## src/rtl/renamePkg.sv

```systemverilog
package renamePkg;

    // architectural state
    localparam int REG_NUM = 32;
    localparam int NAME_W  = 5;
    localparam int DATA_W  = 32;

    // nick 0 means the register file holds the value, ROB entry n owns nick n+1
    localparam int ROB_DEPTH = 8;
    localparam int ROB_PTR_W = $clog2(ROB_DEPTH);
    localparam int NICK_W    = 4;

    localparam int OP_W   = 6;
    localparam int IMM_W  = 32;
    localparam int ADDR_W = 32;

    localparam int FIFO_DEPTH = 4;
    localparam int FIFO_PTR_W = $clog2(FIFO_DEPTH);
    localparam int FIFO_CNT_W = $clog2(FIFO_DEPTH + 1);

    typedef struct packed {
        logic [NAME_W-1:0] rd;
        logic [NAME_W-1:0] rs1;
        logic [NAME_W-1:0] rs2;
        logic [OP_W-1:0]   op;
        logic [ADDR_W-1:0] pc;
        logic [IMM_W-1:0]  imm;
        logic              pd;
    } decodedInstr;

    typedef struct packed {
        logic [NAME_W-1:0] rd;
        logic [OP_W-1:0]   op;
        logic [ADDR_W-1:0] pc;
        logic [IMM_W-1:0]  imm;
        logic              pd;
        logic [DATA_W-1:0] rs1Data;
        logic [DATA_W-1:0] rs2Data;
        logic [NICK_W-1:0] rs1Nick;
        logic [NICK_W-1:0] rs2Nick;
        logic [NICK_W-1:0] destNick;
    } dispatchBundle;

    typedef struct packed {
        logic [NICK_W-1:0] nick;
        logic [DATA_W-1:0] data;
    } execResult;

    typedef struct packed {
        logic [NAME_W-1:0] rd;
        logic [NICK_W-1:0] nick;
        logic [DATA_W-1:0] data;
    } commitInfo;

endpackage

```

## src/rtl/payloadFifo.sv

```systemverilog
`timescale 1ns/1ps

module payloadFifo
    import renamePkg::*;
#(
    parameter type payloadT = logic [DATA_W-1:0]
) (
    input  logic    clk,
    input  logic    rst,
    input  logic    flush,
    input  logic    inValid,
    output logic    inReady,
    input  payloadT inData,
    output logic    outValid,
    input  logic    outPop,
    output payloadT outData
);

    payloadT mem [FIFO_DEPTH];

    logic [FIFO_PTR_W-1:0] rdPtr;
    logic [FIFO_PTR_W-1:0] wrPtr;
    logic [FIFO_CNT_W-1:0] count;
    logic                  push;
    logic                  pop;

    assign inReady  = (count != FIFO_CNT_W'(FIFO_DEPTH));
    assign outValid = (count != '0);
    // head is visible before it is popped
    assign outData  = mem[rdPtr];

    assign push = inValid && inReady;
    assign pop  = outPop && outValid;

    always_ff @(posedge clk) begin
        if (rst || flush) begin
            rdPtr <= '0;
            wrPtr <= '0;
            count <= '0;
        end else begin
            if (push) begin
                wrPtr <= (wrPtr == FIFO_PTR_W'(FIFO_DEPTH - 1)) ? '0 : wrPtr + 1'b1;
            end
            if (pop) begin
                rdPtr <= (rdPtr == FIFO_PTR_W'(FIFO_DEPTH - 1)) ? '0 : rdPtr + 1'b1;
            end
            if (push && !pop) begin
                count <= count + 1'b1;
            end else if (pop && !push) begin
                count <= count - 1'b1;
            end
        end
    end

    always_ff @(posedge clk) begin
        if (push && !flush) begin
            mem[wrPtr] <= inData;
        end
    end

endmodule

```

## src/rtl/regFile.sv

```systemverilog
`timescale 1ns/1ps

module regFile
    import renamePkg::*;
(
    input  logic              clk,
    input  logic              rst,
    input  logic              rdy,
    input  logic              flush,
    input  logic              readEn,
    input  logic [NAME_W-1:0] rdName,
    input  logic [NAME_W-1:0] rs1Name,
    input  logic [NAME_W-1:0] rs2Name,
    input  logic [NICK_W-1:0] renameNick,
    output logic [DATA_W-1:0] rs1Data,
    output logic [DATA_W-1:0] rs2Data,
    output logic [NICK_W-1:0] rs1Nick,
    output logic [NICK_W-1:0] rs2Nick,
    input  logic              commitValid,
    input  commitInfo         commit
);

    logic [DATA_W-1:0] regData [REG_NUM];
    logic [NICK_W-1:0] regNick [REG_NUM];

    logic commitWrite;
    logic commitHit;
    logic rs1Fwd;
    logic rs2Fwd;

    assign commitWrite = commitValid && (commit.rd != '0);
    // tag only goes back to 0 if no younger rename took the register
    assign commitHit   = commitWrite && (regNick[commit.rd] == commit.nick);

    assign rs1Fwd = commitWrite && (commit.rd == rs1Name);
    assign rs2Fwd = commitWrite && (commit.rd == rs2Name);

    // sources see the state before this cycle's rename
    always_comb begin
        rs1Data = rs1Fwd ? commit.data : regData[rs1Name];
        rs1Nick = (rs1Fwd && commitHit) ? '0 : regNick[rs1Name];
        if (rs1Name == '0) begin
            rs1Data = '0;
            rs1Nick = '0;
        end

        rs2Data = rs2Fwd ? commit.data : regData[rs2Name];
        rs2Nick = (rs2Fwd && commitHit) ? '0 : regNick[rs2Name];
        if (rs2Name == '0) begin
            rs2Data = '0;
            rs2Nick = '0;
        end
    end

    always_ff @(posedge clk) begin
        if (rst) begin
            for (int i = 0; i < REG_NUM; i++) begin
                regData[i] <= '0;
                regNick[i] <= '0;
            end
        end else begin
            // retired value is architectural even when the tag moved on
            if (commitWrite) begin
                regData[commit.rd] <= commit.data;
            end

            if (flush) begin
                for (int i = 0; i < REG_NUM; i++) begin
                    regNick[i] <= '0;
                end
            end else begin
                if (commitHit) begin
                    regNick[commit.rd] <= '0;
                end
                // a same-cycle rename of the committing register wins
                if (readEn && rdy && (rdName != '0)) begin
                    regNick[rdName] <= renameNick;
                end
            end
        end
    end

endmodule

```

## src/rtl/reorderBuffer.sv

```systemverilog
`timescale 1ns/1ps

module reorderBuffer
    import renamePkg::*;
(
    input  logic              clk,
    input  logic              rst,
    input  logic              rdy,
    input  logic              flush,
    input  logic              allocEn,
    input  logic [NAME_W-1:0] allocRd,
    output logic              allocReady,
    output logic [NICK_W-1:0] allocNick,
    input  logic              resValid,
    input  execResult         res,
    output logic              commitValid,
    output commitInfo         commit
);

    // per-entry state
    logic [ROB_DEPTH-1:0] occupied;
    logic [ROB_DEPTH-1:0] done;
    logic [NAME_W-1:0]    entryRd   [ROB_DEPTH];
    logic [DATA_W-1:0]    entryData [ROB_DEPTH];

    logic [ROB_PTR_W-1:0] head;
    logic [ROB_PTR_W-1:0] tail;

    logic                 doAlloc;
    logic                 doCommit;
    logic                 nickInRange;
    logic                 resHit;
    logic [ROB_PTR_W-1:0] resIdx;

    function automatic logic [ROB_PTR_W-1:0] nextPtr(input logic [ROB_PTR_W-1:0] ptr);
        logic [ROB_PTR_W-1:0] nxt;
        if (ptr == ROB_PTR_W'(ROB_DEPTH - 1)) begin
            nxt = '0;
        end else begin
            nxt = ptr + 1'b1;
        end
        return nxt;
    endfunction

    function automatic logic [NICK_W-1:0] idxToNick(input logic [ROB_PTR_W-1:0] idx);
        return NICK_W'(idx) + NICK_W'(1);
    endfunction

    // full when the tail slot is still in use
    assign allocReady = !occupied[tail];
    assign allocNick  = idxToNick(tail);

    assign doAlloc  = allocEn && allocReady && rdy && !flush;
    assign doCommit = occupied[head] && done[head] && rdy && !flush;

    // results for nick 0, out-of-range nicks or free entries fall on the floor
    assign nickInRange = (res.nick != '0) && (res.nick <= NICK_W'(ROB_DEPTH));
    assign resIdx      = ROB_PTR_W'(res.nick - NICK_W'(1));
    assign resHit      = resValid && nickInRange && occupied[resIdx];

    always_ff @(posedge clk) begin
        if (rst || flush) begin
            occupied    <= '0;
            done        <= '0;
            head        <= '0;
            tail        <= '0;
            commitValid <= 1'b0;
        end else begin
            commitValid <= doCommit;

            if (doAlloc) begin
                occupied[tail] <= 1'b1;
                done[tail]     <= 1'b0;
                tail           <= nextPtr(tail);
            end

            if (resHit) begin
                done[resIdx] <= 1'b1;
            end

            // head is freed in the cycle it is seen done
            if (doCommit) begin
                occupied[head] <= 1'b0;
                done[head]     <= 1'b0;
                head           <= nextPtr(head);
            end
        end
    end

    always_ff @(posedge clk) begin
        if (doAlloc) begin
            entryRd[tail] <= allocRd;
        end
        if (resHit && !flush) begin
            entryData[resIdx] <= res.data;
        end
    end

    always_ff @(posedge clk) begin
        if (doCommit) begin
            commit.rd   <= entryRd[head];
            commit.nick <= idxToNick(head);
            commit.data <= entryData[head];
        end
    end

endmodule

```

## src/rtl/renameTop.sv

```systemverilog
`timescale 1ns/1ps

module renameTop
    import renamePkg::*;
(
    input  logic          clk,
    input  logic          rst,
    input  logic          rdy,
    input  logic          flush,
    input  logic          decValid,
    output logic          decReady,
    input  decodedInstr   decInstr,
    input  logic          resValid,
    output logic          resReady,
    input  execResult     res,
    output logic          dispValid,
    output dispatchBundle disp,
    output logic          commitValid,
    output commitInfo     commit
);

    logic              decOutValid;
    decodedInstr       decHead;
    logic              dispPop;

    logic              resOutValid;
    execResult         resHead;
    logic              resPop;

    logic              allocReady;
    logic [NICK_W-1:0] allocNick;

    logic [DATA_W-1:0] rs1Data;
    logic [DATA_W-1:0] rs2Data;
    logic [NICK_W-1:0] rs1Nick;
    logic [NICK_W-1:0] rs2Nick;

    // rename, source read and ROB allocation all happen on the pop
    assign dispPop = decOutValid && rdy && !flush && allocReady;
    assign resPop  = resOutValid && rdy;

    payloadFifo #(
        .payloadT (decodedInstr)
    ) decQueue (
        .clk      (clk),
        .rst      (rst),
        .flush    (flush),
        .inValid  (decValid),
        .inReady  (decReady),
        .inData   (decInstr),
        .outValid (decOutValid),
        .outPop   (dispPop),
        .outData  (decHead)
    );

    payloadFifo #(
        .payloadT (execResult)
    ) resQueue (
        .clk      (clk),
        .rst      (rst),
        .flush    (flush),
        .inValid  (resValid),
        .inReady  (resReady),
        .inData   (res),
        .outValid (resOutValid),
        .outPop   (resPop),
        .outData  (resHead)
    );

    regFile rf (
        .clk         (clk),
        .rst         (rst),
        .rdy         (rdy),
        .flush       (flush),
        .readEn      (dispPop),
        .rdName      (decHead.rd),
        .rs1Name     (decHead.rs1),
        .rs2Name     (decHead.rs2),
        .renameNick  (allocNick),
        .rs1Data     (rs1Data),
        .rs2Data     (rs2Data),
        .rs1Nick     (rs1Nick),
        .rs2Nick     (rs2Nick),
        .commitValid (commitValid),
        .commit      (commit)
    );

    reorderBuffer rob (
        .clk         (clk),
        .rst         (rst),
        .rdy         (rdy),
        .flush       (flush),
        .allocEn     (dispPop),
        .allocRd     (decHead.rd),
        .allocReady  (allocReady),
        .allocNick   (allocNick),
        .resValid    (resPop),
        .res         (resHead),
        .commitValid (commitValid),
        .commit      (commit)
    );

    always_ff @(posedge clk) begin
        if (rst) begin
            dispValid <= 1'b0;
        end else begin
            dispValid <= dispPop;
        end
    end

    // bundle lands one cycle after the pop
    always_ff @(posedge clk) begin
        if (dispPop) begin
            disp.rd       <= decHead.rd;
            disp.op       <= decHead.op;
            disp.pc       <= decHead.pc;
            disp.imm      <= decHead.imm;
            disp.pd       <= decHead.pd;
            disp.rs1Data  <= rs1Data;
            disp.rs2Data  <= rs2Data;
            disp.rs1Nick  <= rs1Nick;
            disp.rs2Nick  <= rs2Nick;
            disp.destNick <= allocNick;
        end
    end

endmodule

```

## config.mk

```make
export PLATFORM = sky130hd
export DESIGN_NAME = renameTop
export DESIGN_NICKNAME = d
export VERILOG_FILES = /design/src/rtl/renamePkg.sv /design/src/rtl/payloadFifo.sv /design/src/rtl/regFile.sv /design/src/rtl/reorderBuffer.sv /design/src/rtl/renameTop.sv
export SDC_FILE = /design/constraint.sdc
export NUM_CORES = 2
export LEC_CHECK = 0
export BUFFER_PORTS_ARGS = -buffer_cell sky130_fd_sc_hd__buf_4
export CAP_MARGIN = 20
export CORE_ASPECT_RATIO = 1.4
export CORE_MARGIN = 5
export CORE_UTILIZATION = 40
export DETAILED_ROUTE_END_ITERATION = 6
export PLACE_DENSITY = 0.54
export SLEW_MARGIN = 25
export SYNTH_ARGS = -nofsm -noshare
export SYNTH_HDL_FRONTEND = slang
export SYNTH_SLANG_ARGS = --single-unit
```

## constraint.sdc

```tcl
create_clock -name clk -period 8.3 [get_ports clk]
set_input_delay 0.83 -clock clk [delete_from_list [all_inputs] [get_ports clk]]
set_output_delay 0.83 -clock clk [all_outputs]
set_load 0.1 [all_outputs]
```

# Yosys cells after proc, flatten, opt, wreduce, memory -nomap -nowiden
# Memory sizes are Yosys's and may differ from the RTL's. A register that Yosys moved wholly into a read port is not among the register bits.
# Index checks and enable logic that the tools add are counted.
# classes
add_sub_neg	13
order_cmp	7
eq_ne	11
muxes	103
bitwise_logic	39
n_reduce_logical	56
# ops
op	n
2-to-1 mux 4 bit	34
2-to-1 mux 32 bit	3
2-to-1 mux 8 bit	8
logical AND 1 bit	35
2-to-1 mux 1 bit	34
bitwise OR 1 bit	32
OR reduction 32 bit	1
bitwise AND 8 bit	3
2-to-1 mux 3 bit	6
2-to-1 mux 2 bit	8
inverter 8 bit	2
bitwise OR 8 bit	2
2-to-1 mux 5 bit	3
adder 3 x 1 -> 3 bit, second input constant	4
binary-select mux 1 bit (select 3 bit)	4
< comparator 3 x 4 -> 1 bit, second input constant	3
== test 5 bit	2
logical NOT 5 bit	2
nonzero test 5 bit	2
demux 1 bit (select 3 bit)	3
>= comparator 3 x 1 -> 1 bit, second input constant	3
subtractor 3 x 1 -> 3 bit, second input constant	3
adder 2 x 1 -> 2 bit, second input constant	4
adder 3 x 1 -> 4 bit, second input constant	2
12 further kinds	26
# totals
regBits	186
ram_bits	1936
input_bits	128
output_inout_bits	197
wordCells	256
memories	6
# memory_table
name	words	width	rd	rd_ports_with_merged_regs	write_ports	line	source
rf.regData	32	32	2	0	32	regFile.sv:23	logic [DATA_W-1:0] regData [REG_NUM];
decQueue.mem	4	86	1	1	1	payloadFifo.sv:19	payloadT mem [FIFO_DEPTH];
rob.entryData	8	32	1	1	1	reorderBuffer.sv:24	logic [DATA_W-1:0] entryData [ROB_DEPTH];
resQueue.mem	4	36	1	1	1	payloadFifo.sv:19	
rf.regNick	32	4	3	2	32	regFile.sv:24	logic [NICK_W-1:0] regNick [REG_NUM];
rob.entryRd	8	5	1	1	1	reorderBuffer.sv:23	logic [NAME_W-1:0] entryRd [ROB_DEPTH];

# Logic depth before layout (Yosys ltp)
# logic_depth
ltp_word	14
ltp_mapped	12

# By module
# Synthesis repeated with hierarchy kept, for this count alone.
# unflattened
cells_unflattened	5922
area_unflattened_um2	100367.5
# modules_own_cells
module	instances	cells_each	area_per_inst_um2	seq_area_each_um2
regFile	1	4253	63703.6	34593.2
reorderBuffer	1	769	13450.4	10580.1
payloadFifo (decQueue)	1	503	12924.9	10510.1
payloadFifo (resQueue)	1	241	5679.2	4504.3
renameTop	1	156	4609.4	4584.4

# Worst setup path before layout
# No wires, ideal clock.
# synth_timing
kind	register to register
start	reg (tool-made name)
end	mem rob.entryData[3][0] (enable)
setup_ns	0.461
t_arrival_ns	5.046
setup_slack_ns	2.792
path_stages_with_launch	12
path_buffers	3
period_less_slack_ns	5.508
cell_sequence	dfxtp_1 buf_4 mux4_2 buf_4 inv_1 ha_1 clkbuf_1 inv_1 mux4_2 nor4b_4 nand2b_1 nor3_1
# synth_rtl
item	line
end, declared	reorderBuffer.sv:24

==> summary.txt <==
Run status
  – Outcome: completed

Routing
  – DR DRC count: 0
  – DR WL/cell: approximately 34 microns
  – Drt pass-1 iters: 6
  – Drt total wl: 345 mm
  – Vias: a little over 60000
  – Initial DRC count: approximately 7100
  – Vias per inst: a little over 6
  – Post-route ant nets: 0

STA
  – Final Hold Vio Count: 0
  – Max_slew headroom: 0.209
  – RSZ-0062 raised after global routing: false
  – Tightest Pin Transition: 1180 ps
  – Max Freq: 193 MHz
  – Layout Skew: between 80 and 90 ps
  – Fin crit share: 0.625
  – Final setup viols: 0
  – Max Transition Viols Final: 0
  – Worst Setup Slack, final: 3110 ps
  – Final setup TNS: 0 ps
  – Final Critical Period: around 5200 ps

Logic synthesis
  – Count of cell types in the netlist: 73
  – Xor and xnor area share after synthesis: 0.00195
  – Synth Register Bits: about 2200
  – Sequential element share of the synthesized area: 0.646
  – Largest family of logic cells by synthesized area: multiplexers
  – Synth Area in Compound Gates: 0.0660
  – Top cell type's share of synthesized area: 0.638
  – Number of synthesized flops with an enable pin: between 2000 and 2500
  – Post-synthesis mux area share: 0.157
  – Synth area leaders: edfxtp_1, mux4_2, mux2i_1, and2_1, clkbuf_1
  – Syn Inst Count: about 6600
  – Mean Syn Cell Area: 15.3 sq um
  – Top_reg_cell synth: edfxtp_1
  – Synth Area in Adders: 0.00252
  – Fraction of registers with async set or reset after synthesis: 0
  – Post-synthesis simple-gate area fraction: 0.0999
  – Cell accounting for the most synthesized area: edfxtp_1
  – Post-synthesis cell area: about 100000 sq um
  – Synthesis Warnings: 0

Clock network
  – Total CTS buffers: about 220
  – CTS clock-pin slew for the worst setup and hold paths: ~60 ps
  – CTS tree: yes
  – H-tree levels: 4
  – Clock Sinks: between 2000 and 2500
  – Post-CTS sizing: 0
  – CTS max path bufs: 4
  – Post-CTS setup buffer count: 0
  – Root Buffer: clkbuf_16
  – Clk Latency, worst-skew pair: between 900 and 1000 ps
  – Cts hold-fix bufs: 0

Pwr
  – Peak supply drop: a little under 200 uV
  – Leak: 0.0399 uW
  – Cell Pwr Density: approximately 220 nW/um^2

Setup path
  – CP Max Fanout: 66
  – Worst reg2reg path depth: 10
  – Worst Path Arrival: about 5900 ps
  – Crit path launch type: flop
  – Crit Path Category: flop to flop
  – Critical path required time: 8960 ps
  – End point of the critical path: disp[59]
  – CP endpoint kind: flop
  – Reg2reg setup slack: 3110 ps
  – R2R Path End: disp[59]

Die
  – Ports: between 300 and 400
  – Row count: between 200 and 250
  – Die area: between 200000 and 300000 sq um
  – Starting density of the core: 0.402
  – Core ar.: about 250000 sq um
  – Die height: around 600 microns
  – Die X: ~430 microns

Global routing
  – Global route overflow: 0
  – First-pass GRT wire length: between 400 and 500 mm
  – All-layer global routing usage: 0.259
  – Number of antenna violations at the first check in global routing: 33
  – Grt met3 use: 0.0472
  – GRT met1 Usage: 0.324
  – Vias in the first global route: about 64000
  – Met2 Use GR: 0.427
  – Pin count of the biggest net entering global routing: 98
  – Layer with the highest usage: met2

Hold path
  – Hold WC Path Type: primary input to flop

Layout
  – Most common cell after layout, fill and taps aside: edfxtp_1
  – Share of layout cells above drive strength 1: 0.206
  – Nets: just under 7000
  – Area grow syn2layout: 13.8%
  – Most frequent cells in the layout: edfxtp_1, and2_1, mux2i_1, buf_4, mux4_2
  – Util after Layout: 0.457

Run
  – Max Cap Violations: 0

Placement
  – Gp weighted congestion: ~0.91
  – DP Wirelength: 204 mm
  – Port bufs: about 320
  – Setup WS pre-CTS: between 2000 and 3000 ps
stage by stage:
stage / area [sq um] / power [uW] / cells / hold WS (ps)
after floorplan: 100000 / 14000 / 6596 / 449
after global placement: 107000 / 14800 / 9835 / 454
after detailed placement: 107000 / 14800 / 9847 / 462
after CTS: 114000 / 24800 / 10200 / 40.6
after global routing: 114000 / 25400 / 10200 / 80.9
final: 114000 / 24600 / 10300 / 119
where the power goes:
part | switching [uW] | total, uW | internal [uW]
clock network | 4320 | 10000 | 5720
registers | 153 | 12500 | 12300
logic | 1410 | 2110 | 692
how the worst min path moves through the flow:
stage                                 start                   to  slack, ps  cells after the start
after global placement    decQueue.rdPtr[1]                 flop        450                      2
after global routing            decInstr[9]   decQueue.mem[2][9]         80                      1
after detailed placement  decQueue.rdPtr[1]                 flop        460                      2
final                               res[31]  resQueue.mem[0][31]        120                      1
after CTS                      decInstr[24]  decQueue.mem[2][24]         40                      1
after floorplan             rob.occupied[6]      rob.occupied[6]        450                      2
registers in the layout (all words and copies together) (netlist names), 3 cells and up, named ones only:
signal	flops
rob.commit	41
resQueue.mem	144
rf.regData	1024
disp	152
rob.occupied	8
decQueue.count	3
rob.done	8
resQueue.count	3
rob.tail	3
rob.head	3
decQueue.mem	344
rob.entryData	256
rob.entryRd	40
rf.regNick	128
critical path: stages, from the launching register on:
cell       delay [ps]
dfxtp_4           700
mux4_4           1080
nor2b_4           260
buf_12            270
nand2_8           540
buf_4             530
o22ai_1           150
a2111oi_0         770
buf_4             250
a21oi_1            40
a22o_1            210
per-layer routing:
metal / wire length [microns] / share of wire
met1: 130000 / 0.38
met2: 166000 / 0.48
met3: 26700 / 0.078
met4: 21800 / 0.063
met5: 81 / 0.00023
synthesized netlist by cell type, types with 41 or more instances:
cell and instances:
a211oi_1 60, a21oi_1 182, a221oi_1 123, a22oi_1 182
and2_1 1005, buf_1 41, buf_2 92, buf_4 43
clkbuf_1 399, dfxtp_1 42, edfxtp_1 2129, mux2i_1 652
mux4_2 407, nand2_1 220, nand3_1 58, nand4_1 45
nor2_1 185, nor2b_1 68, nor3_1 69, o21ai_0 45
o221ai_1 92, o22ai_1 87
cell type report:
class | count | area (sq um)
flip-flops and latches | 2171 | 64800
multi-input cells | 3809 | 33500
fillers | 21700 | 135000
diodes | 9 | 22.5
clock inverters | 127 | 1290
well taps | 3285 | 4110
inverters | 28 | 113
clock buffers | 266 | 5790
repair buffers | 558 | 4430
kinds of logic (layout without fill, tap and decap cells):
kind of cell,count (synthesis),count (layout)
flops,2171,2171
buf+inv,616,979
mux,1064,1064
fa+ha+maj,19,19
other cells,1,45
compound gates,913,913
simple gates,1759,1759
xor+xnor,18,18
No activity file was read; power rests on OpenSTA's default activity.
